[src/soc_bus_pkg.sv]
////////////////////
// Bus widths, op codes, slave indices
// and the fixed slave map sizes
////////////////////

package soc_bus_pkg;

	localparam int DATA_W = 32;
	localparam int ADDR_W = 12;                    // Word address

	typedef logic [DATA_W-1:0]     data_t;
	typedef logic [ADDR_W-1:0]     addr_t;
	typedef logic [DATA_W/8-1:0]   sel_t;

	// Code 2'b11 is reserved and lands on the invalid device
	typedef enum logic [1:0] {
		OP_NONE  = 2'b00,
		OP_WRITE = 2'b01,
		OP_READ  = 2'b10
	} pi1_op_e;

	// Order matches the address map from word 0
	typedef enum logic [1:0] {
		SLV_DEVTBL  = 2'd0,
		SLV_GPIO    = 2'd1,
		SLV_RAM     = 2'd2,
		SLV_INVALID = 2'd3
	} slv_e;

	localparam int SLV_COUNT = 4;

	localparam int DEVTBL_WORDS  = 16;
	localparam int GPIO_WORDS    = 16;
	localparam int INVALID_WORDS = 16;           // Reported size only

endpackage

[src/pi1_addr_decode.sv]
`timescale 1ns/1ps
////////////////////
// Request register with slave decode
// from the consecutive map sizes
////////////////////

module pi1_addr_decode #(
	parameter int RAM_WORDS = 256
) (
	input  logic                              clk100mhz,
	input  logic                              sys_rst_i,
	input  soc_bus_pkg::pi1_op_e              op_i,
	input  soc_bus_pkg::addr_t                addr_i,
	input  soc_bus_pkg::data_t                wdata_i,
	input  soc_bus_pkg::sel_t                 sel_i,
	output logic [soc_bus_pkg::SLV_COUNT-1:0] slv_sel_o,
	output soc_bus_pkg::slv_e                 slv_idx_o,
	output soc_bus_pkg::addr_t                offset_o,
	output soc_bus_pkg::pi1_op_e              op_o,
	output soc_bus_pkg::data_t                wdata_o,
	output soc_bus_pkg::sel_t                 sel_o
);
	import soc_bus_pkg::*;

	localparam int GPIO_BASE = DEVTBL_WORDS;
	localparam int RAM_BASE  = GPIO_BASE + GPIO_WORDS;
	localparam int RAM_END   = RAM_BASE + RAM_WORDS;

	slv_e                 idx_d;
	addr_t                base_d;
	logic [SLV_COUNT-1:0] sel_d;

	always_comb begin
		idx_d  = SLV_INVALID;
		base_d = '0;
		if (int'(addr_i) < GPIO_BASE) begin
			idx_d = SLV_DEVTBL;
		end else if (int'(addr_i) < RAM_BASE) begin
			idx_d  = SLV_GPIO;
			base_d = addr_t'(GPIO_BASE);
		end else if (int'(addr_i) < RAM_END) begin
			idx_d  = SLV_RAM;
			base_d = addr_t'(RAM_BASE);
		end
		if (op_i != OP_WRITE && op_i != OP_READ)
			idx_d = SLV_INVALID;              // Reserved op too

		sel_d = '0;
		if (op_i != OP_NONE)
			sel_d[idx_d] = 1'b1;
	end

	always_ff @(posedge clk100mhz) begin
		if (sys_rst_i) begin
			slv_sel_o <= '0;
			slv_idx_o <= SLV_INVALID;
			op_o      <= OP_NONE;
		end else begin
			slv_sel_o <= sel_d;
			slv_idx_o <= idx_d;
			op_o      <= op_i;
		end
	end

	always_ff @(posedge clk100mhz) begin
		offset_o <= addr_i - base_d;
		wdata_o  <= wdata_i;
		sel_o    <= sel_i;
	end

	a_one_slave: assert property (@(posedge clk100mhz) disable iff (sys_rst_i)
		$onehot0(slv_sel_o))
		else $error("more than one slave selected");

endmodule

[config.mk]
export PLATFORM = sky130hd
export DESIGN_NAME = pi1_addr_decode
export DESIGN_NICKNAME = d
export VERILOG_FILES = /design/src/soc_bus_pkg.sv /design/src/pi1_addr_decode.sv
export SDC_FILE = /design/constraint.sdc
export NUM_CORES = 1
export LEC_CHECK = 0
export ABC_AREA = 0
export BUFFER_PORTS_ARGS = -buffer_cell sky130_fd_sc_hd__buf_2
export CORE_UTILIZATION = 38
export CTS_CLUSTER_DIAMETER = 100
export CTS_CLUSTER_SIZE = 16
export DETAILED_ROUTE_END_ITERATION = 6
export GPL_ROUTABILITY_DRIVEN = 0
export PLACE_DENSITY = 0.81
export SLEW_MARGIN = 10
export SYNTH_ARGS = -nofsm -noshare
export SYNTH_HDL_FRONTEND = slang
export SYNTH_SLANG_ARGS = --single-unit
export TNS_END_PERCENT = 20
[constraint.sdc]
create_clock -name clk100mhz -period 2.8 [get_ports clk100mhz]
set_clock_uncertainty 0.2 [all_clocks]
set_input_delay 0.14 -clock clk100mhz [delete_from_list [all_inputs] [get_ports clk100mhz]]
set_output_delay 0.14 -clock clk100mhz [all_outputs]
set_load 0.02 [all_outputs]
# Yosys cells after proc, flatten, opt, wreduce, memory -nomap -nowiden
# Cells that the tools add are included.
[classes] add_sub_neg=1 order_cmp=5 eq_ne=2 muxes=9 n_bitwise=1 reduce_logical=4
[op_table] op="$lt 12x5->1 const B" count=1
[op_table] op="$lt 12x6->1 const B" count=1
[op_table] op="$lt 12x9->1 const B" count=1
[op_table] op="$mux 12" count=1
[op_table] op="$mux 6" count=2
[op_table] op="$sub 12x12->12" count=1
[op_table] op="$mux 2" count=3
[op_table] op="$lt 2x3->1 const B" count=1
[op_table] op="$demux 1 s2" count=1
[op_table] op="$ge 2x1->1 const B" count=1
[op_table] op="$logic_and 1x1->1" count=2
[op_table] op="$mux 1" count=2
[op_table] op="$ne 2x1->1 const B" count=1
[op_table] op="$ne 2x2->1 const B" count=1
[op_table] op="$reduce_bool 2->1" count=1
[op_table] op="$reduce_or 2->1" count=1
[op_table] op="$not 1->1" count=1
[word_totals] ff_bits=56 in_bits=52 output_inout_bits=56 wordCells=28

# Longest topological paths before layout
# Gate-level depths: netlist (run 1).
[logic_depth] ltp_word=9 depth_mapped=8 ltp_nobuf=8

# Worst setup path before layout (run 1)
# OpenSTA, ideal clock, no wires.
[synth_path] path_kind="input to register" start="input addr_i[5]" end="register offset_o[10]" setup_ns=0.072 arrival_time_ns=1.926 required_time_ns=2.528 setup_slack_ns=0.602 cell_stages=8 path_cell_list="nor4_1 > and3_1 > ha_1 > inv_1 > fa_1 > or3_4 > nor3_2 > xor2_1"
[synth_between] elab_chain_len=5
[synth_lines] item="from (decl)" line_no="pi1_addr_decode.sv:13" text="input soc_bus_pkg::addr_t addr_i,"
[synth_lines] item="$lt 12x9->1" line_no="pi1_addr_decode.sv:41" text="end else if (int'(addr_i) < RAM_END) begin"
[synth_lines] item="$mux 6" line_no="pi1_addr_decode.sv:41"
[synth_lines] item="$mux 6" line_no="pi1_addr_decode.sv:38" text="end else if (int'(addr_i) < RAM_BASE) begin"
[synth_lines] item="$mux 12" line_no="pi1_addr_decode.sv:36" text="if (int'(addr_i) < GPIO_BASE) begin"
[synth_lines] item="$sub 12x12->12 *" line_no="pi1_addr_decode.sv:66" text="offset_o <= addr_i - base_d;"
[synth_lines] item="to (signal assigned)" line_no="pi1_addr_decode.sv:66"
[synth_lines] item="to (decl)" line_no="pi1_addr_decode.sv:18" text="output soc_bus_pkg::addr_t offset_o,"
# Every way passes the cells marked *; elsewhere a longest branch is shown, timed or not.
# A chain may end at the register's enable or synchronous reset.

# Worst setup path in the final report (run 1)
[layout_path] start="input addr_i[7]" end="register offset_o[11]"
# Same word-level chain as after synthesis.

==> results.py, run 1 <==
metrics = {
    "hold_path": {
        "min_path_type": "input port to flip-flop",
        "hold_end": "slv_sel_o[3]",
        "hold_depth": 4,
        "hp-start": "op_i[0]",
    },
    "global_routing": {
        "grt.total_usage_pct": 23.6,
        "antenna_found_initial": 0,
        "grt_pass1_wl_mm": 7.03,
        "grt_max_degree": 20,
        "grt_pass1_vias": 1431,
        "overflow": 0,
    },
    "die": {
        "core-area_um2": 3440,
        "die_w_um": 63.0,
        "initial_utilization_pct": 41.0,
        "io_pins": 108,
        "die_h_um": 63.0,
        "placementRows": 21,
        "dieArea_um2": 3970,
    },
    "layout": {
        "area_growth_pct": 87.7,
        "layout_common_cells": "107 x buf_2, 56 x dfxtp_1, 53 x dlygate4sd3_1, 8 x nor2_1",
        "fin_util_pct": 77.0,
        "nets": 323,
        "n_fill_cell": 221,
        "drive_gt1_share_pct": 45.5,
        "final_common_cell": "buf_2",
        "num_antenna_cells": 0,
    },
    "cts": {
        "htree_levels": 2,
        "clkTransAtPathRegs_ns": 0.10,
        "clock_path_buffers": 2,
        "cts_made_buffers": 5,
        "cts_tree": "yes",
        "post_cts_buffers": 0,
        "cts_sinks": 56,
        "root_buffer": "clkbuf_8",
    },
    "route": {
        "wire_per_inst_um": 14.6,
        "wl_met2_mm": 2.50,
        "ant_nets": 0,
        "dr.pass1.iters": 4,
        "drcViolationCount": 0,
        "dr_wl_met3_um": 361,
        "vias_per_cell": 4.41,
        "drt-total-wl_mm": 4.58,
        "initialDrtViolationCount": 48,
        "wl_met1_mm": 1.69,
        "dr.max_layer_used": "met4",
        "num_vias": 1384,
    },
    "outcome": {
        "outcome": "finished, final reports clean",
    },
    "yosys": {
        "synth_fp_nets": 155,
        "synth_async_sr_flop_share_pct": 0,
        "synth_cell_types": 20,
        "ys.flop_type": "dfxtp_1",
        "yosysWarnings": 0,
        "netlist_area_um2": 1410,
        "yosysSeqAreaShare_pct": 79.4,
        "synth_edf_count": 0,
        "netlist_instances": 99,
        "synth-seq-cells": 56,
        "avgSynthCellArea_um2": 14.3,
    },
    "critical_path": {
        "path_max_fanout": 6,
        "cp_slowest_stage_delay_ns": 0.55,
        "crit_path_frequent_cell": "dlygate4sd3_1",
        "endpoint_kind": "flip-flop",
        "crit_family": "buffers and inverters",
        "cp.depth": 9,
        "path_buf_inv": 3,
        "slowest_stage": "dlygate4sd3_1",
        "cp.required_ns": 2.80,
        "crit_arrival_ns": 2.72,
        "crit_chain": "dlygate4sd3_1 -> buf_2 -> or4_4 -> nand3_1 -> ha_1 -> nand2b_1 -> nand4_1 -> xnor2_1 -> dlygate4sd3_1",
        "critical_path_class": "input port to flip-flop",
        "startpoint_type": "input port",
    },
    "sta": {
        "rsz0062_at_grt": "true",
        "fin_crit_ns": 2.73,
        "hold_viol": 0,
        "drv_slew": 0,
        "finalCritPeriodShare_pct": 97.4,
        "relSlewSlack_pct": 75.5,
        "setup_viol": 0,
        "fmax_ghz": 0.367,
        "fin_setup_tns_ns": 0,
        "worst_pin_slew_ns": 0.365,
    },
    "placed_design": {
        "port_buffers": 107,
        "dp_hpwl_mm": 2.48,
    },
    "pwr": {
        "ir_drop_v": 0.000380,
        "power_density_nw_per_um2": 575,
        "p_leak_nw": 1.29,
    },
    "job": {
        "maxCapViolations": 0,
    },
}
-- state kept, by name (all words and copies together), names as in the netlist --
name,flops
wdata_o,32
offset_o,12
sel_o,4
slv_sel_o,4
op_o,2
slv_idx_o,2
-- cells in the mapped netlist (2+ instances only) --
library cell,n,area (um^2)
dfxtp_1,56,1120
ha_1,3,37.5
inv_1,5,18.8
nand2_1,4,15.0
nand3_1,4,20.0
nor2_1,8,30.0
nor3_2,2,20.0
xnor2_1,5,43.8
-- logic make-up (layout without fill, tap and decap cells) --
kind of cell / count (synthesis) / in the layout / share of synthesized area, %
buffers and inverters: 5 / 174 / 1.33
AOI/OAI and AO/OA: 2 / 2 / 1.15
adders and majority gates: 4 / 4 / 4.07
DFF: 56 / 56 / 79.4
xor gates and xnor gates: 6 / 6 / 3.72
and+or+nand+nor: 26 / 26 / 10.4
-- per-layer routing --
layer / vias to the layer above / global-route usage [%]
met2: 76 / 46.5
met4: 0 / 4.36
met3: 4 / 7.48
met1: 652 / 23.7
li1: 652 / -
met5: - / 0
-- worst max-delay path by stage --
stage	end	start
after detailed placement	offset_o[10]	addr_i[5]
final	offset_o[11]	addr_i[7]
after floorplan	offset_o[10]	addr_i[5]
after global routing	offset_o[11]	addr_i[5]
after CTS	offset_o[11]	addr_i[5]
after global placement	offset_o[10]	addr_i[5]
-- final cells by class --
cell class	count	area [um^2]	share of cell area, %
Clock inverter	3	27.5	1.04
Sequential cell	56	1120	42.3
Clock buffer	5	68.8	2.60
Tap cell	46	57.6	2.17
Inverter	5	18.8	0.708
Multi-Input combinational cell	38	284	10.7
Timing Repair Buffer	161	1070	40.5
-- per-stage QoR --
stage | setup slack [ns] | instance area, um^2 | std cells | total power [mW] | hold slack [ns]
after floorplan | 0.602 | 1410 | 99 | 0.941 | -0.0323
after global placement | 0.377 | 2010 | 253 | 1.02 | 0.0422
after detailed placement | 0.300 | 2010 | 253 | 1.03 | 0.0436
after CTS | 0.0460 | 2640 | 314 | 1.52 | 0.0546
after global routing | -0.00612 | 2650 | 314 | 1.59 | 0.0648
final | 0.0727 | 2650 | 314 | 1.52 | 0.0620
-- power by group --
part | switching (mW) | total (mW) | leakage, nW | internal [mW]
registers | 0.0115 | 0.849 | 0.471 | 0.838
clock network | 0.265 | 0.449 | 0.0463 | 0.184
logic | 0.115 | 0.227 | 0.777 | 0.112
-- timing repair --
action                                  4_1_cts  5_1_grt
gates resized for setup                       0        2
hold endpoints to repair                     55        0
endpoints found under the setup margin        0        2
hold buffers                                 53        0
(Power assumes the default switching activity.)
==> inputs of run 2 (changes only) <==
CAP_MARGIN = 40   (was unset)
PLACE_DENSITY = 0.77   (was 0.81)
==> results.py, run 2 (same netlist as run 1, synthesis figures left out) <==
metrics = {
    "outcome": {
        "outcome": "finished, final reports clean",
    },
    "placed_design": {
        "placed_cell_area_um2": 2010,
        "port_buffers": 107,
        "dp.cells": 253,
        "dp_hpwl_mm": 2.40,
    },
    "layout": {
        "final_cells": 314,
        "reg.largest.list": "wdata_o (32), offset_o (12)",
        "final_area_um2": 2690,
        "regMostFlops": "wdata_o",
        "num_antenna_cells": 0,
        "drive_gt1_share_pct": 45.1,
        "largest_reg_flops": 32,
        "final_common_cell": "buf_2",
        "nets": 324,
        "area_growth_pct": 90.7,
        "fin_util_pct": 78.3,
        "layout_common_cells": "107 x buf_2, 56 x dfxtp_1, 54 x dlygate4sd3_1, 8 x nor2_1",
        "n_fill_cell": 217,
    },
    "die": {
        "initial_utilization_pct": 41.0,
        "die_w_um": 63.0,
        "core-area_um2": 3440,
        "placementRows": 21,
        "io_pins": 108,
        "dieArea_um2": 3970,
        "die_h_um": 63.0,
    },
    "sta": {
        "fin_crit_ns": 2.75,
        "rsz0062_at_grt": "true",
        "fmax_ghz": 0.364,
        "hold_viol": 0,
        "setup_viol": 0,
        "relSlewSlack_pct": 73.2,
        "fin_setup_tns_ns": 0,
        "hold_slack_ns": 0.0586,
        "drv_slew": 0,
        "worst_pin_slew_ns": 0.400,
        "finalCritPeriodShare_pct": 98.0,
    },
    "critical_path": {
        "critical_path_class": "input port to flip-flop",
        "endpoint_kind": "flip-flop",
        "path_max_fanout": 5,
        "startpoint_type": "input port",
        "setup.worst_path.end": "offset_o[11]",
        "crit_start": "addr_i[5]",
        "crit_arrival_ns": 2.74,
        "cp.required_ns": 2.79,
    },
    "global_routing": {
        "antenna_found_initial": 0,
        "grt_max_degree": 17,
        "grt_pass1_vias": 1388,
        "grt.total_usage_pct": 22.8,
        "grt_pass1_wl_mm": 6.73,
        "overflow": 0,
    },
    "pwr": {
        "p_leak_nw": 1.32,
        "power_density_nw_per_um2": 617,
        "ir_drop_v": 0.000341,
    },
    "route": {
        "wire_per_inst_um": 14.0,
        "dr.pass1.iters": 4,
        "ant_nets": 0,
        "drcViolationCount": 0,
        "drt-total-wl_mm": 4.41,
        "vias_per_cell": 4.28,
        "num_vias": 1343,
        "initialDrtViolationCount": 31,
    },
    "cts": {
        "htree_levels": 2,
        "cts_sinks": 56,
        "root_buffer": "clkbuf_8",
        "cts_made_buffers": 5,
        "clkTransAtPathRegs_ns": 0.09,
        "cts_tree": "yes",
        "post_cts_buffers": 0,
        "clock_path_buffers": 2,
    },
    "hold_path": {
        "min_path_type": "input port to flip-flop",
    },
    "job": {
        "maxCapViolations": 0,
    },
}
run 2: cell type report:
cell class	instances	area [um^2]	area share (%)
sequential	56	1120	41.6
timing repair buffer	162	1080	40.2
multi-input combinational	38	284	10.5
clock buffer	5	68.8	2.55
clock inverter	2	60.1	2.23
tap	46	57.6	2.14
inverter	5	18.8	0.697
run 2: metal layers:
metal	track usage [%]	vias up	share of wire (%)
li1	-	656	-
met1	22.1	609	37
met2	44.2	76	53
met3	9.85	2	9.7
met4	3.49	0	0.27
met5	0	-	0
run 2: per-stage QoR:
stage	power, mW	worst slack [ns]
after global routing	1.72	-0.0305
after floorplan	0.941	0.602
after CTS	1.66	0.0123
final	1.66	0.0550
after global placement	1.02	0.369
after detailed placement	1.03	0.269
run 2: worst min-delay path by stage:
stage,startpoint,to,cells after the start
finish,op_i[0],slv_sel_o[3],4
CTS,op_i[0],slv_sel_o[3],4
detailed placement,addr_i[2],offset_o[2],1
global placement,addr_i[1],offset_o[1],1
global route,op_i[0],slv_sel_o[3],4
floorplan,addr_i[0],offset_o[0],0
run 2: what timing repair did:
item | CTS | global route
hold buffers | 54 | 0
resized for setup | 0 | 2
hold endpoints to repair | 54 | 0
setup endpoints to repair | 0 | 2
run 2: report_power, final:
part / internal [mW] / switching, mW / leakage (nW)
logic: 0.112 / 0.114 / 0.783
clock network: 0.352 / 0.235 / 0.0642
registers: 0.838 / 0.0107 / 0.471
total: 1.30 / 0.360 / 1.32
run 2: critical path: stages:
cell and delay [ns]:
dlygate4sd3_1 0.53, buf_2 0.16, or4_4 0.57, nand3_1 0.16
ha_1 0.25, nand2b_1 0.12, nand4_1 0.12, xnor2_1 0.14
dlygate4sd3_1 0.54
==> inputs of run 3 (changes only) <==
CORE_UTILIZATION = 40   (was 38)
PLACE_DENSITY = 0.8   (was 0.77)
clock period = 3.57 ns   (was 2.8 ns; I/O delays follow)
==> results.py, run 3 (same netlist as run 1, synthesis figures left out) <==
metrics = {
    "layout": {
        "area_growth_pct": 84.3,
        "regMostFlops": "wdata_o",
        "final_area_um2": 2600,
        "n_fill_cell": 231,
        "final_common_cell": "buf_2",
        "drive_gt1_share_pct": 44.0,
        "reg.largest.list": "wdata_o (32), offset_o (12)",
        "layout_common_cells": "107 x buf_2, 56 x dfxtp_1, 54 x dlygate4sd3_1, 8 x nor2_1",
        "largest_reg_flops": 32,
        "num_antenna_cells": 0,
        "nets": 323,
    },
    "die": {
        "dieArea_um2": 3770,
        "placementRows": 21,
        "core-area_um2": 3360,
        "die_h_um": 61.4,
        "die_w_um": 61.4,
        "initial_utilization_pct": 42.0,
        "io_pins": 108,
    },
    "hold_path": {
        "hold_depth": 4,
        "min_path_type": "input port to flip-flop",
        "hp-start": "op_i[1]",
    },
    "critical_path": {
        "crit_chain": "dlygate4sd3_1 -> buf_2 -> nor3_1 -> and3_1 -> ha_1 -> inv_1 -> fa_1 -> or3_4 -> nor3_2 -> xor2_1 -> dlygate4sd3_1",
        "crit_arrival_ns": 3.44,
        "crit_path_frequent_cell": "dlygate4sd3_1",
        "cp_slowest_stage_delay_ns": 0.55,
        "slowest_stage": "dlygate4sd3_1",
        "crit_start": "addr_i[10]",
        "startpoint_type": "input port",
        "path_max_fanout": 5,
        "critical_path_class": "input port to flip-flop",
        "cp.required_ns": 3.69,
        "endpoint_kind": "flip-flop",
    },
    "global_routing": {
        "grt.total_usage_pct": 22.2,
        "grt_pass1_wl_mm": 5.75,
        "grt_max_degree": 18,
        "grt_pass1_vias": 1337,
        "overflow": 0,
        "antenna_found_initial": 0,
    },
    "placed_design": {
        "place_ws_ns": 0.995,
        "dp_hpwl_mm": 2.41,
        "placed_cell_area_um2": 2010,
        "port_buffers": 107,
    },
    "sta": {
        "worst_pin_slew_ns": 0.543,
        "final.setup.worst_slack_ns": 0.246,
        "fin_setup_tns_ns": 0,
        "rsz0062_at_grt": "false",
        "fin_crit_ns": 3.32,
        "finalCritPeriodShare_pct": 93.1,
        "setup_viol": 0,
        "drv_slew": 0,
        "hold_viol": 0,
        "relSlewSlack_pct": 63.5,
        "fmax_ghz": 0.301,
    },
    "outcome": {
        "outcome": "finished, final reports clean",
    },
    "job": {
        "maxCapViolations": 0,
    },
    "route": {
        "initialDrtViolationCount": 27,
        "ant_nets": 0,
        "dr.pass1.iters": 4,
        "drt-total-wl_mm": 4.27,
        "drcViolationCount": 0,
        "vias_per_cell": 4.25,
        "num_vias": 1334,
        "wire_per_inst_um": 13.6,
    },
    "cts": {
        "cts_sinks": 56,
        "htree_levels": 2,
        "root_buffer": "clkbuf_4",
        "cts_tree": "yes",
        "cts-resized-gates": 0,
        "clkTransAtPathRegs_ns": 0.14,
        "clock_path_buffers": 2,
        "cts.hold.buffers_added": 54,
        "post_cts_buffers": 0,
        "cts_made_buffers": 5,
    },
    "pwr": {
        "ir_drop_v": 0.000266,
        "p_leak_nw": 1.27,
        "power_density_nw_per_um2": 424,
    },
}
[run 3: cell types whose count changed in the layout (fill, tap and decap cells not counted), sizes merged]
| cell | change |
|---|---|
| clkinvlp | +1 |
| buf | -1 |
| bufinv | -2 |
| clkinv | +1 |
| clkbuf | +1 |
[run 3: layout make-up]
cell class / instances / area [um^2] / area share (%)
sequential: 56 / 1120 / 43.1
timing repair buffer: 161 / 1080 / 41.3
multi-input combinational: 38 / 273 / 10.5
tap: 46 / 57.6 / 2.21
clock buffer: 6 / 41.3 / 1.59
inverter: 5 / 18.8 / 0.721
clock inverter: 2 / 16.3 / 0.625
[run 3: metal layers]
layer	global-route usage, %	up-vias	part of all wire, %
met5	0	-	0
met4	9.84	0	2.9
met3	8.19	13	9.6
met2	46.3	74	54
met1	17.7	593	33
li1	-	654	-
[run 3: path summary, 6_finish.rpt]
check | endpoint | slack (ns)
worst max-delay path | offset_o[10] | 0.25
worst min-delay path | slv_sel_o[3] | 0.02
[run 3: report_power, final]
group	switching [mW]	internal [mW]
registers	0.00901	0.658
logic	0.0877	0.0874
clock network	0.184	0.0787
total	0.281	0.824
[run 3: critical path: cells and delay by family]
family	cells	cell delay, ns
adders and majority gates	2	0.55
and+or+nand+nor	4	1.26
xor gates and xnor gates	1	0.16
buffers and inverters	4	1.28
[run 3: stage by stage]
step	power, mW	cells	utilization [%]	hold slack (ns)
finish	1.10	314	77.4	0.0213
detailed placement	0.805	252	59.6	0.0821
global placement	0.802	252	59.6	0.0804
floorplan	0.738	99	-	0.00622
CTS	1.11	314	77.4	0.00943
global route	1.15	314	77.4	0.0175
