**config.mk**
```make
export PLATFORM = sky130hd
export DESIGN_NAME = pi1_resp_mux
export DESIGN_NICKNAME = d
export VERILOG_FILES = /design/src/soc_bus_pkg.sv /design/src/pi1_resp_mux.sv
export SDC_FILE = /design/constraint.sdc
export NUM_CORES = 1
export LEC_CHECK = 0
export BUFFER_PORTS_ARGS = -buffer_cell sky130_fd_sc_hd__buf_2
export CAP_MARGIN = 40
export CORE_MARGIN = 4
export CORE_UTILIZATION = 25
export CTS_BUF_LIST = sky130_fd_sc_hd__clkbuf_16
export CTS_CLUSTER_DIAMETER = 120
export DETAILED_ROUTE_END_ITERATION = 8
export PLACE_DENSITY_LB_ADDON = 0.2
export SLEW_MARGIN = 20
export SYNTH_ARGS = -nofsm -noshare
export SYNTH_HDL_FRONTEND = slang
export SYNTH_SLANG_ARGS = --single-unit
export TNS_END_PERCENT = 100
```
**constraint.sdc**
```tcl
create_clock -name clk100mhz -period 1.16 [get_ports clk100mhz]
set_clock_uncertainty 0.05 [all_clocks]
set_input_delay 0.058 -clock clk100mhz [delete_from_list [all_inputs] [get_ports clk100mhz]]
set_output_delay 0.058 -clock clk100mhz [all_outputs]
set_load 0.05 [all_outputs]
```
**src/soc_bus_pkg.sv**
```systemverilog
////////////////////
// Bus widths, op codes, slave indices
// and the fixed slave map sizes
////////////////////

package soc_bus_pkg;

	localparam int DATA_W = 32;
	localparam int ADDR_W = 12;                    // Word address

	typedef logic [DATA_W-1:0]     data_t;
	typedef logic [ADDR_W-1:0]     addr_t;
	typedef logic [DATA_W/8-1:0]   sel_t;

	// Code 2'b11 is reserved and lands on the invalid device
	typedef enum logic [1:0] {
		OP_NONE  = 2'b00,
		OP_WRITE = 2'b01,
		OP_READ  = 2'b10
	} pi1_op_e;

	// Order matches the address map from word 0
	typedef enum logic [1:0] {
		SLV_DEVTBL  = 2'd0,
		SLV_GPIO    = 2'd1,
		SLV_RAM     = 2'd2,
		SLV_INVALID = 2'd3
	} slv_e;

	localparam int SLV_COUNT = 4;

	localparam int DEVTBL_WORDS  = 16;
	localparam int GPIO_WORDS    = 16;
	localparam int INVALID_WORDS = 16;           // Reported size only

endpackage

```
**src/pi1_resp_mux.sv**
```systemverilog
`timescale 1ns/1ps
////////////////////
// Response select, invalid-device answer
////////////////////

module pi1_resp_mux (
	input  logic                              clk100mhz,
	input  logic                              sys_rst_i,
	input  soc_bus_pkg::slv_e                 slv_idx_i,
	input  soc_bus_pkg::pi1_op_e              op_i,
	input  logic [soc_bus_pkg::SLV_COUNT-1:0] done_i,
	input  soc_bus_pkg::data_t                rdata_i [soc_bus_pkg::SLV_COUNT],
	output logic                              resp_valid_o,
	output soc_bus_pkg::data_t                rdata_o
);
	import soc_bus_pkg::*;

	slv_e idx_q;
	logic inval_q;

	// Lines up with the slave stage
	always_ff @(posedge clk100mhz) begin
		if (sys_rst_i) begin
			idx_q   <= SLV_INVALID;
			inval_q <= 1'b0;
		end else begin
			idx_q   <= slv_idx_i;
			inval_q <= (op_i != OP_NONE) && (slv_idx_i == SLV_INVALID);
		end
	end

	assign resp_valid_o = inval_q || done_i[idx_q];
	assign rdata_o      = inval_q ? '0 : rdata_i[idx_q];  // Invalid device reads zero

	a_one_done: assert property (@(posedge clk100mhz) disable iff (sys_rst_i)
		$onehot0({inval_q, done_i}))
		else $error("more than one slave answered");

endmodule

```
Word-level counts from Yosys, hierarchy flattened --
Index checks and enable logic that the tools add are counted.
Operators by class: add/sub/neg operators 0, $mul 0, div/mod/pow operators 0, order comparisons 2, eq/ne operators 1, shifts and indexed selects 0, muxes and demuxes 6, bitwise logic cells 1, reductions and logical operators 3
Operator list (number):
- 2-to-1 mux 32 bit | 3
- binary-select mux 32 bit (select 2 bit) | 1
- >= comparator 3 bit, second input constant | 1
- < comparator 2 x 3 -> 1 bit, second input constant | 1
- NOT 2 -> 3 bit | 1
- binary-select mux 1 bit (select 2 bit) | 1
- == test 2 bit, second input constant | 1
- nonzero test 2 bit | 1
- logical AND 1 bit | 1
- logical OR 1 bit | 1
- 2-to-1 mux 1 bit | 1
Storage, ports and cells: register bits 3, bits in latches 0, RAM bits 0, ROM bits 0, output and inout bits 33, memories 0

Logic depth before layout (Yosys ltp) --
Gate-level depths: netlist of run 1.
depth after elaboration 5, mapped depth 4

Worst setup path before layout of run 1 --
Ideal clock, no wire load.
kind register -> output, from register idx_q[0], to output port rdata_o[10], arrival 1.593 ns, slack -0.541 ns, stages on the path, launching flop included 4, path buffers 1, cells stage by stage dfxtp_1 > or2b_1 > clkbuf_1 > o22ai_1
Between the ends: cells in the longest elaborated chain, start to end 5
Ends and longest elaborated chain:
- start, declared | line pi1_resp_mux.sv:18 | slv_e idx_q;
- start signal, assigned | line pi1_resp_mux.sv:27 | idx_q <= slv_idx_i;
- NOT 2 -> 3 bit (not written as such) | line pi1_resp_mux.sv:33 | assign rdata_o = inval_q ? '0 : rdata_i[idx_q];
- binary-select mux 32 bit (select 2 bit) | line pi1_resp_mux.sv:33
- 2-to-1 mux 32 bit (not written as such) (2 in a row) | line pi1_resp_mux.sv:33
- 2-to-1 mux 32 bit | line pi1_resp_mux.sv:33
- end, declared | line pi1_resp_mux.sv:14 | output soc_bus_pkg::data_t rdata_o
Every way passes these cells. The select of a mux whose other input is x is not followed.

Final worst setup path of run 1 --
from register idx_q[1], to output port rdata_o[18]
The elaborated chain is that of the path after synthesis.

==> results.py, run 1 <==
metrics = {
    "timing": {
        "min_period_ns": 1.65,
        "rsz0062_at_grt": "true",
        "setup_tns_ns": -13.70,
        "finalSetupViolCount": 33,
        "maxSlewHeadroom_pct": 79.7,
        "finalHoldViolCount": 0,
        "final_max_slew_viol_count": 0,
        "period_share_pct": 142,
        "worstMarginPinSlew_ns": 0.299,
        "fin_ws_ns": -0.492,
        "clock.fmax_ghz": 0.605,
    },
    "route": {
        "drtPass1Iterations": 2,
        "drc": 0,
        "via_count": 1851,
        "dr.first_iter.drc_count": 53,
        "routedWlPerCell_um": 19.5,
        "drtAntennaViolNets": 0,
        "via_per_inst": 5.10,
        "wirelength_mm": 7.09,
    },
    "yosys": {
        "ys_seq_area_share_pct": 5.25,
        "synth_cell_types": 15,
        "synth_mux_area_share_pct": 58.0,
        "synth_nets": 260,
        "synth_top_family_by_area": "multiplexers",
        "yosys.area_share.simple_pct": 3.94,
        "synth.avg_cell_area_um2": 9.37,
        "syn_inst": 122,
        "yosysWarnings": 0,
        "synthXorXnorAreaFrac_pct": 0,
        "synth_adder_area_share_pct": 0,
        "netlist_area_mm2": 0.00114,
        "ys_ff_latch": 3,
        "synth-compound-area-share_pct": 17.5,
    },
    "worst_setup_path": {
        "crit_slowest_cell": "dfxtp_4",
        "cp-end-kind": "primary output",
        "critPathLaunchType": "register",
        "critical_path_class": "register to primary output",
        "cp.arrival_ns": 1.54,
        "worstPathCellList": "buf_12 -> buf_4 -> mux2i_2 -> o22ai_4 -> buf_6",
        "slowest_delay_ns": 0.41,
        "crit_required_ns": 1.05,
        "cp_max_fo": 7,
    },
    "layout": {
        "multi_input_area_mm2": 0.00188,
        "n_fill_cell": 237,
        "instances_no_fill": 363,
        "diodes": 0,
        "layout.nets": 450,
        "regArea_um2": 66.3,
        "area_growth_syn_to_layout_pct": 218,
        "fin_area_mm2": 0.00363,
        "final_layout_size_suffix_gt1_share_pct": 97.4,
    },
    "placement": {
        "finalWeightedCongestion": 0.792,
        "dp.final_hpwl_mm": 4.21,
        "io_buffers": 170,
        "placed_cell_area_mm2": 0.00250,
        "dp.cells": 339,
    },
    "global_route": {
        "grt_max_degree": 29,
        "antenna_found_initial": 0,
        "grtUsageTotal_pct": 20.0,
        "first_global_vias": 1871,
        "grt_pass1_wl_mm": 8.77,
        "overflow": 0,
    },
    "floorplan": {
        "core_mm2": 0.00438,
        "ios": 171,
        "die_w_um": 75.6,
        "die_y_um": 75.6,
        "placement_rows": 24,
        "dieArea_mm2": 0.00572,
        "start_util_pct": 26.1,
    },
    "pwr": {
        "vdd_drop_max_mv": 1.11,
        "power_mw": 2.83,
        "leakagePower_nw": 1.52,
        "power_density_mw_per_mm2": 780,
    },
    "status": {
        "violations": "negative setup slack",
        "outcome": "finished with violations",
    },
    "flow_run": {
        "cap_violations": 0,
    },
    "clock_network": {
        "cts.sink_count": 3,
        "cts_tree": "yes",
        "cts_buffers": 3,
        "htree_levels": 1,
        "cts-root-buf": "clkbuf_16",
        "max-clock-path-buffers": 2,
        "cts.reportedPaths.clkPinSlew_ns": 0.03,
    },
    "min_path": {
        "hp-class": "primary input to register",
    },
}
layout make-up:
class                      instances  area share, %
clock buffer                       3           2.07
clock inverter                     1          0.103
multi-input combinational        105           51.8
sequential                         3           1.83
tap                               52           1.79
timing repair buffer             199           42.4
where the power goes:
group	leakage (nW)	total (mW)	internal, mW	switching [mW]
combinational	1.45	2.18	1.04	1.14
clock	0.0423	0.537	0.444	0.0930
sequential	0.0252	0.119	0.109	0.00963
flip-flops by register name, summed over array words and instances, names as in the netlist:
| register | cells |
|---|---|
| idx_q | 2 |
| inval_q | 1 |
stage by stage:
step / setup slack [ns] / hold slack, ns / utilization, %
3_5_place_dp: -0.226 / 0.201 / 57.0
2_1_floorplan: -0.134 / 0.0846 / -
3_3_place_gp: -0.213 / 0.194 / 57.0
6_report: -0.492 / 0.0496 / 82.8
4_1_cts: -0.459 / 0.0477 / 72.4
5_1_grt: -0.505 / 0.0740 / 82.8
layer usage:
metal	vias up	part of all wire [%]	GRT usage, %
li1	872	-	-
met1	868	32	22.3
met2	103	58	38.7
met3	8	9.3	4.22
met4	0	1.0	4.27
met5	-	0	0
worst max-delay path: cells and delay by family, from the launching register on:
family / cells / cell delay, ns
buf+inv: 3 / 0.45
flops: 1 / 0.41
mux: 1 / 0.32
compound gates: 1 / 0.13
cells in the final DEF, fill, tap and decap left out:
master and instances:
buf_2 138, mux2i_4 33, o22ai_4 32, mux2i_2 30
buf_6 24, buf_4 13, buf_12 10, clkbuf_16 6
buf_16 5, dlygate4sd3_1 3, or2_4 2, or2_2 2
dfxtp_2 2, buf_8 2, or2b_4 1, mux2i_1 1
mux4_2 1, nor2_1 1, nand2_1 1, nor3_1 1
inv_1 1, dfxtp_4 1, clkbuf_4 1
Yosys cell counts (all sizes together):
master | count | area [um^2]
o22ai | 32 | 200
or2b | 1 | 7.51
nor2 | 1 | 3.75
or2 | 4 | 25.0
clkbuf | 1 | 3.75
nor3 | 1 | 5.00
nand2 | 1 | 3.75
dfxtp | 3 | 60.1
buf | 13 | 171
mux4 | 1 | 22.5
mux2i | 64 | 641
cells by family after synthesis:
group,count (synthesis)
DFF,3
muxes,65
AOI/OAI and AO/OA,32
buffers and inverters,14
and+or+nand+nor,8
path summary, 6_finish.rpt:
kind,start,end,slack (ns),depth (start not counted)
max,idx_q[1],rdata_o[18],-0.49,5
min,op_i[0],inval_q,0.05,3
what timing repair did:
item / 4_1_cts / 5_1_grt
endpoints found under the setup margin: 33 / 33
gates resized for setup: 92 / 78
hold buffers: 3 / 0
buffers inserted: 6 / 6
cloned: 4 / 2
hold endpoints to repair: 3 / 0
pin swaps: 4 / 17
Note: power is estimated with default switching activity, not from simulation.
==> run 2: changes to the inputs <==
--- a/config.mk
+++ b/config.mk
@@ -5,7 +5,7 @@
 export SDC_FILE = /design/constraint.sdc
 export NUM_CORES = 1
 export LEC_CHECK = 0
-export BUFFER_PORTS_ARGS = -buffer_cell sky130_fd_sc_hd__buf_2
+export BUFFER_PORTS_ARGS = -buffer_cell sky130_fd_sc_hd__buf_4
 export CAP_MARGIN = 40
 export CORE_MARGIN = 4
 export CORE_UTILIZATION = 25
@@ -13,6 +13,7 @@
 export CTS_CLUSTER_DIAMETER = 120
 export DETAILED_ROUTE_END_ITERATION = 8
 export PLACE_DENSITY_LB_ADDON = 0.2
+export SETUP_SLACK_MARGIN = 0.1
 export SLEW_MARGIN = 20
 export SYNTH_ARGS = -nofsm -noshare
 export SYNTH_HDL_FRONTEND = slang
==> run 2 against run 1 <==
  * The run now fails in global routing (5_1_grt)
  * Synthesized cell count is the same
  * Synthesized area is the same
==> results.py, run 2 <==
metrics = {
    "yosys": {
        "ys_seq_area_share_pct": 5.25,
        "yosysWarnings": 0,
        "syn_inst": 122,
        "postSynth.asyncResetShare_pct": 0,
        "synth_top_cell_area_share_pct": 56.0,
        "synth_flop_cell": "dfxtp_1",
        "yosys-top-cells-count": "64 x mux2i_1, 32 x o22ai_1, 5 x buf_6",
        "netlist_area_mm2": 0.00114,
        "synth_edf_count": 0,
        "yosysTopAreaCell": "mux2i_1",
        "synth_cell_types": 15,
        "synth.most_common_cell": "mux2i_1",
        "synth.avg_cell_area_um2": 9.37,
        "ys_ff_latch": 3,
        "synth_nets": 260,
        "synthTopCellsByArea": "mux2i_1 56%, o22ai_1 18%, buf_12 5.3%",
    },
    "status": {
        "error": "[ERROR DPL-0033] detailed placement checks failed during check placement.",
        "lastStage": "global routing (5_1_grt)",
        "outcome": "stopped before the end",
    },
    "timing": {
        "postGrtWorstEndpoint": "rdata_o[22]",
        "worstEpCategory": "primary output",
    },
    "clock_network": {
        "post_cts_buffers": 0,
        "htree_levels": 1,
        "cts.sink_count": 3,
        "max-clock-path-buffers": 2,
        "cts-root-buf": "clkbuf_16",
        "cts_buffers": 3,
    },
    "global_route": {
        "antenna_found_initial": 0,
        "grt_max_degree": 22,
    },
    "placement": {
        "io_buffers": 170,
        "finalWeightedCongestion": 0.721,
        "dp.final_hpwl_mm": 4.73,
        "placed_cell_area_mm2": 0.00294,
    },
    "floorplan": {
        "start_util_pct": 26.1,
        "die_y_um": 75.6,
        "ios": 171,
        "placement_rows": 24,
        "die_w_um": 75.6,
    },
}
==> run 2: cell counts after synthesis <==
No cell type changed its count.
==> run 2: logic make-up after synthesis <==
group | Yosys count | share of synthesized area, %
multiplexers | 65 | 58.0
AND/OR/NAND/NOR | 8 | 3.94
AO/OA/AOI/OAI | 32 | 17.5
buffers and inverters | 14 | 15.3
flip-flops | 3 | 5.25
==> run 2: metrics by stage <==
stage,hold WS [ns],setup WS (ns),cells
CTS,0.0589,-0.424,351
detailed placement,0.188,-0.207,341
global placement,0.185,-0.187,341
floorplan,0.0846,-0.134,122
==> run 2: timing repair <==
item / in CTS
gates cloned: 3
pin swaps: 2
hold endpoints to repair: 3
hold buffers: 3
gates resized for setup: 45
endpoints found under the setup margin: 33
==> run 3: changes to the inputs <==
--- a/config.mk
+++ b/config.mk
@@ -8,12 +8,9 @@
 export BUFFER_PORTS_ARGS = -buffer_cell sky130_fd_sc_hd__buf_4
 export CAP_MARGIN = 40
 export CORE_MARGIN = 4
-export CORE_UTILIZATION = 25
-export CTS_BUF_LIST = sky130_fd_sc_hd__clkbuf_16
-export CTS_CLUSTER_DIAMETER = 120
+export CORE_UTILIZATION = 20
 export DETAILED_ROUTE_END_ITERATION = 8
-export PLACE_DENSITY_LB_ADDON = 0.2
-export SETUP_SLACK_MARGIN = 0.1
+export PLACE_DENSITY_LB_ADDON = 0.15
 export SLEW_MARGIN = 20
 export SYNTH_ARGS = -nofsm -noshare
 export SYNTH_HDL_FRONTEND = slang
==> constraint.sdc (replaced) <==
create_clock -name clk100mhz -period 1.51 [get_ports clk100mhz]
set_clock_uncertainty 0.05 [all_clocks]
set_input_delay 0.0755 -clock clk100mhz [delete_from_list [all_inputs] [get_ports clk100mhz]]
set_output_delay 0.0755 -clock clk100mhz [all_outputs]
set_load 0.05 [all_outputs]
==> run 3 against run 2 <==
  * The flow now finishes, with violations (negative setup slack)
==> results.py, run 3 (synthesis results as in run 1) <==
metrics = {
    "status": {
        "outcome": "finished with violations",
        "violations": "negative setup slack",
    },
    "global_route": {
        "first_global_vias": 1757,
        "antenna_found_initial": 0,
        "grtUsageTotal_pct": 14.3,
        "grt_max_degree": 33,
        "overflow": 0,
        "grt_pass1_wl_mm": 8.43,
    },
    "floorplan": {
        "ios": 171,
        "die_y_um": 83.6,
        "placement_rows": 27,
        "core_mm2": 0.00554,
        "die_w_um": 83.6,
        "start_util_pct": 20.6,
        "dieArea_mm2": 0.00699,
    },
    "pwr": {
        "leakagePower_nw": 1.56,
        "vdd_drop_max_mv": 0.608,
        "power_mw": 1.53,
        "power_density_mw_per_mm2": 555,
    },
    "placement": {
        "dp_slack_ns": 0.136,
        "finalWeightedCongestion": 0.785,
        "dp.cells": 356,
        "dp.final_hpwl_mm": 4.39,
        "io_buffers": 170,
    },
    "worst_setup_path": {
        "critPathLaunchType": "register",
        "slowest_delay_ns": 0.48,
        "path_delay_family": "multiplexers",
        "cp.arrival_ns": 1.43,
        "cp_max_fo": 3,
        "crit_required_ns": 1.38,
        "critical_path_buf_inv_count": 1,
        "critical_path_class": "register to primary output",
        "worstPathCellList": "mux4_2 -> or2_1 -> buf_6",
        "cp-end-kind": "primary output",
        "crit_slowest_cell": "mux4_2",
    },
    "timing": {
        "finalSetupViolCount": 13,
        "worstMarginPinSlew_ns": 0.202,
        "fin_ws_ns": -0.0428,
        "min_period_ns": 1.55,
        "period_share_pct": 103,
        "rsz0062_at_grt": "true",
        "maxSlewHeadroom_pct": 86.2,
        "finalHoldViolCount": 0,
        "final_max_slew_viol_count": 0,
        "setup_tns_ns": -0.168,
        "clock.fmax_ghz": 0.644,
    },
    "clock_network": {
        "max-clock-path-buffers": 2,
        "cts.sink_count": 3,
        "cts_buffers": 3,
        "cts.reportedPaths.clkPinSlew_ns": 0.03,
        "cts_tree": "yes",
        "cts-root-buf": "clkbuf_8",
        "post_cts_buffers": 0,
        "htree_levels": 1,
    },
    "layout": {
        "mostFrequentLayoutCells": "153 x buf_4, 55 x mux2i_1, 18 x o22ai_2",
        "n_fill_cell": 548,
        "final_common_cell": "buf_4",
        "instances_no_fill": 363,
        "reg.largest.list": "idx_q: 2 flops, inval_q: 1 flops",
        "diodes": 0,
        "area_growth_syn_to_layout_pct": 141,
        "utilization_pct": 49.8,
        "layout.nets": 430,
        "top_register": "idx_q",
        "final_layout_size_suffix_gt1_share_pct": 72.9,
        "largest_reg_flops": 2,
    },
    "route": {
        "drtAntennaViolNets": 0,
        "dr.first_iter.drc_count": 17,
        "routedWlPerCell_um": 15.5,
        "drtPass1Iterations": 4,
        "via_count": 1683,
        "wirelength_mm": 5.64,
        "via_per_inst": 4.64,
        "drc": 0,
    },
    "min_path": {
        "hp-class": "primary input to register",
    },
    "flow_run": {
        "cap_violations": 0,
    },
}
## run 3: area by class of cell
| class | count | area, um^2 | area share (%) |
|---|---|---|---|
| Clock buffer | 4 | 45.0 | 1.63 |
| Multi-Input combinational cell | 105 | 1050 | 38.2 |
| Sequential cell | 3 | 65.1 | 2.36 |
| Tap cell | 72 | 90.1 | 3.26 |
| Timing Repair Buffer | 179 | 1510 | 54.5 |
## run 3: routing by layer
layer	global-route usage (%)	vias to the layer above	wire length (um)
met3	3.16	9	443
met1	14.5	762	2020
met4	4.09	0	93
met2	28.5	85	3090
met5	0	-	0
li1	-	827	-
## run 3: power breakdown
| part | internal (mW) | switching (mW) | total (mW) |
|---|---|---|---|
| clock | 0.181 | 0.0613 | 0.242 |
| sequential | 0.0834 | 0.00812 | 0.0916 |
| combinational | 0.575 | 0.624 | 1.20 |
## run 3: repair_timing
item / 4_1_cts / 5_1_grt
cloned: 0 / 1
hold buffers: 2 / 0
gates resized for setup: 17 / 18
hold endpoints to repair: 2 / 0
endpoints found under the setup margin: 33 / 33
## run 3: worst paths after layout
path              cells past startpoint    startpoint            to
hold / removal                        2  slv_idx_i[0]      idx_q[0]
setup / recovery                      3      idx_q[0]  resp_valid_o
## run 3: per-stage QoR
stage	hold slack [ns]	instance area [um^2]
finish	0.00404	2760
global route	0.0137	2760
CTS	0.00286	2660
detailed placement	0.202	2530
global placement	0.205	2530
floorplan	0.102	1240
==> run 4: changes to the inputs <==
--- a/config.mk
+++ b/config.mk
@@ -15,4 +15,4 @@
 export SYNTH_ARGS = -nofsm -noshare
 export SYNTH_HDL_FRONTEND = slang
 export SYNTH_SLANG_ARGS = --single-unit
-export TNS_END_PERCENT = 100
+export TNS_END_PERCENT = 50
==> run 4 against run 3 <==
  * The flow still finishes with violations (negative setup slack)
  * Setup slack worse by 0.0026 ns
  * Design area is 1.1% higher
  * Critical path type unchanged
  * Fmax is 0.17% lower
  * Sequential share of layout area hardly changed
  * Via count is 0.77% lower
  * Non-clock buffer count is 8 higher
  * Wire length is 1.5% lower
==> results.py, run 4 (synthesis results as in run 1) <==
metrics = {
    "status": {
        "outcome": "finished with violations",
        "violations": "negative setup slack",
    },
    "pwr": {
        "vdd_drop_max_mv": 0.431,
        "power_density_mw_per_mm2": 544,
        "power_mw": 1.52,
        "leakagePower_nw": 1.57,
    },
    "timing": {
        "min_period_ns": 1.56,
        "setup_tns_ns": -0.0815,
        "fin_ws_ns": -0.0454,
        "rsz0062_at_grt": "true",
        "holdWs_ns": 0.0124,
        "finalHoldViolCount": 0,
        "clock.fmax_ghz": 0.643,
        "finalSetupViolCount": 5,
        "worstMarginPinSlew_ns": 0.217,
        "period_share_pct": 103,
        "final_max_slew_viol_count": 0,
        "maxSlewHeadroom_pct": 85.1,
    },
    "global_route": {
        "first_global_vias": 1710,
        "grt_pass1_wl_mm": 8.45,
        "antenna_found_initial": 0,
        "grt_max_degree": 20,
        "overflow": 0,
        "grtUsageTotal_pct": 14.4,
    },
    "floorplan": {
        "ios": 171,
        "die_w_um": 83.6,
        "start_util_pct": 20.6,
        "dieArea_mm2": 0.00699,
        "core_mm2": 0.00554,
        "die_y_um": 83.6,
        "placement_rows": 27,
    },
    "clock_network": {
        "cts-root-buf": "clkbuf_8",
        "htree_levels": 1,
        "cts_tree": "yes",
        "max-clock-path-buffers": 2,
        "cts.sink_count": 3,
        "cts.reportedPaths.clkPinSlew_ns": 0.03,
        "cts_buffers": 3,
    },
    "flow_run": {
        "cap_violations": 0,
    },
    "layout": {
        "top_register": "idx_q",
        "final_layout_size_suffix_gt1_share_pct": 72.2,
        "mostFrequentLayoutCells": "163 x buf_4, 52 x mux2i_1, 22 x o22ai_1",
        "final_common_cell": "buf_4",
        "layout.nets": 438,
        "area_growth_syn_to_layout_pct": 144,
        "largest_reg_flops": 2,
        "diodes": 0,
        "utilization_pct": 50.4,
        "fin_area_mm2": 0.00279,
        "reg.largest.list": "idx_q: 2 flops, inval_q: 1 flops",
    },
    "route": {
        "wirelength_mm": 5.56,
        "dr.first_iter.drc_count": 14,
        "via_count": 1670,
        "drtAntennaViolNets": 0,
        "drtPass1Iterations": 4,
        "via_per_inst": 4.50,
        "routedWlPerCell_um": 15.0,
        "drc": 0,
    },
    "worst_setup_path": {
        "critical_path_class": "register to primary output",
        "cp.arrival_ns": 1.43,
        "critPathLaunchType": "register",
        "cp-end-kind": "primary output",
        "crit_required_ns": 1.38,
        "cp_max_fo": 3,
    },
    "placement": {
        "io_buffers": 170,
        "finalWeightedCongestion": 0.780,
        "placed_cell_area_mm2": 0.00248,
        "dp.final_hpwl_mm": 4.44,
    },
    "min_path": {
        "hp-class": "primary input to register",
    },
}
==> run 4: layer usage <==
layer,up-vias,global-route usage (%),routed length (um)
met5,-,0,0
met4,0,2.92,31
met3,4,3.46,442
met2,80,27.3,3030
met1,745,16.1,2050
li1,841,-,-
==> run 4: area by class of cell <==
cell class / count / area [um^2]
Clock buffer: 4 / 45.0
Fill cell: 534 / 2750
Multi-Input combinational cell: 105 / 1030
Sequential cell: 3 / 65.1
Tap cell: 72 / 90.1
Timing Repair Buffer: 187 / 1560
==> run 4: power by group <==
part | total (mW) | switching [mW] | internal [mW]
clock network | 0.231 | 0.0513 | 0.180
registers | 0.0877 | 0.00429 | 0.0834
logic | 1.20 | 0.622 | 0.579
==> run 4: metrics by stage <==
stage                     instances  worst slack, ns
after CTS                       369          -0.0561
after detailed placement        359            0.126
final                           371          -0.0454
after global routing            371           -0.105
after floorplan                 122           -0.208
after global placement          359            0.156
==> run 4: what timing repair did <==
item                       in CTS  in global routing
cloned                          1                  1
setup endpoints to repair      33                 33
hold buffers                    1                  0
setup buffers                   4                  2
resized for setup              13                 27
hold endpoints to repair        1                  0
pin swaps                       1                  7
==> run 4: worst paths after layout <==
| check | startpoint | end | cells past startpoint |
|---|---|---|---|
| worst max-delay path | idx_q[0] | resp_valid_o | 3 |
| worst min-delay path | slv_idx_i[1] | idx_q[1] | 2 |
==> run 4: worst max-delay path, cell delays in order, from the launching register on <==
cell     delay (ns)
dfxtp_2        0.33
mux4_2         0.48
or2_1          0.24
buf_6          0.16
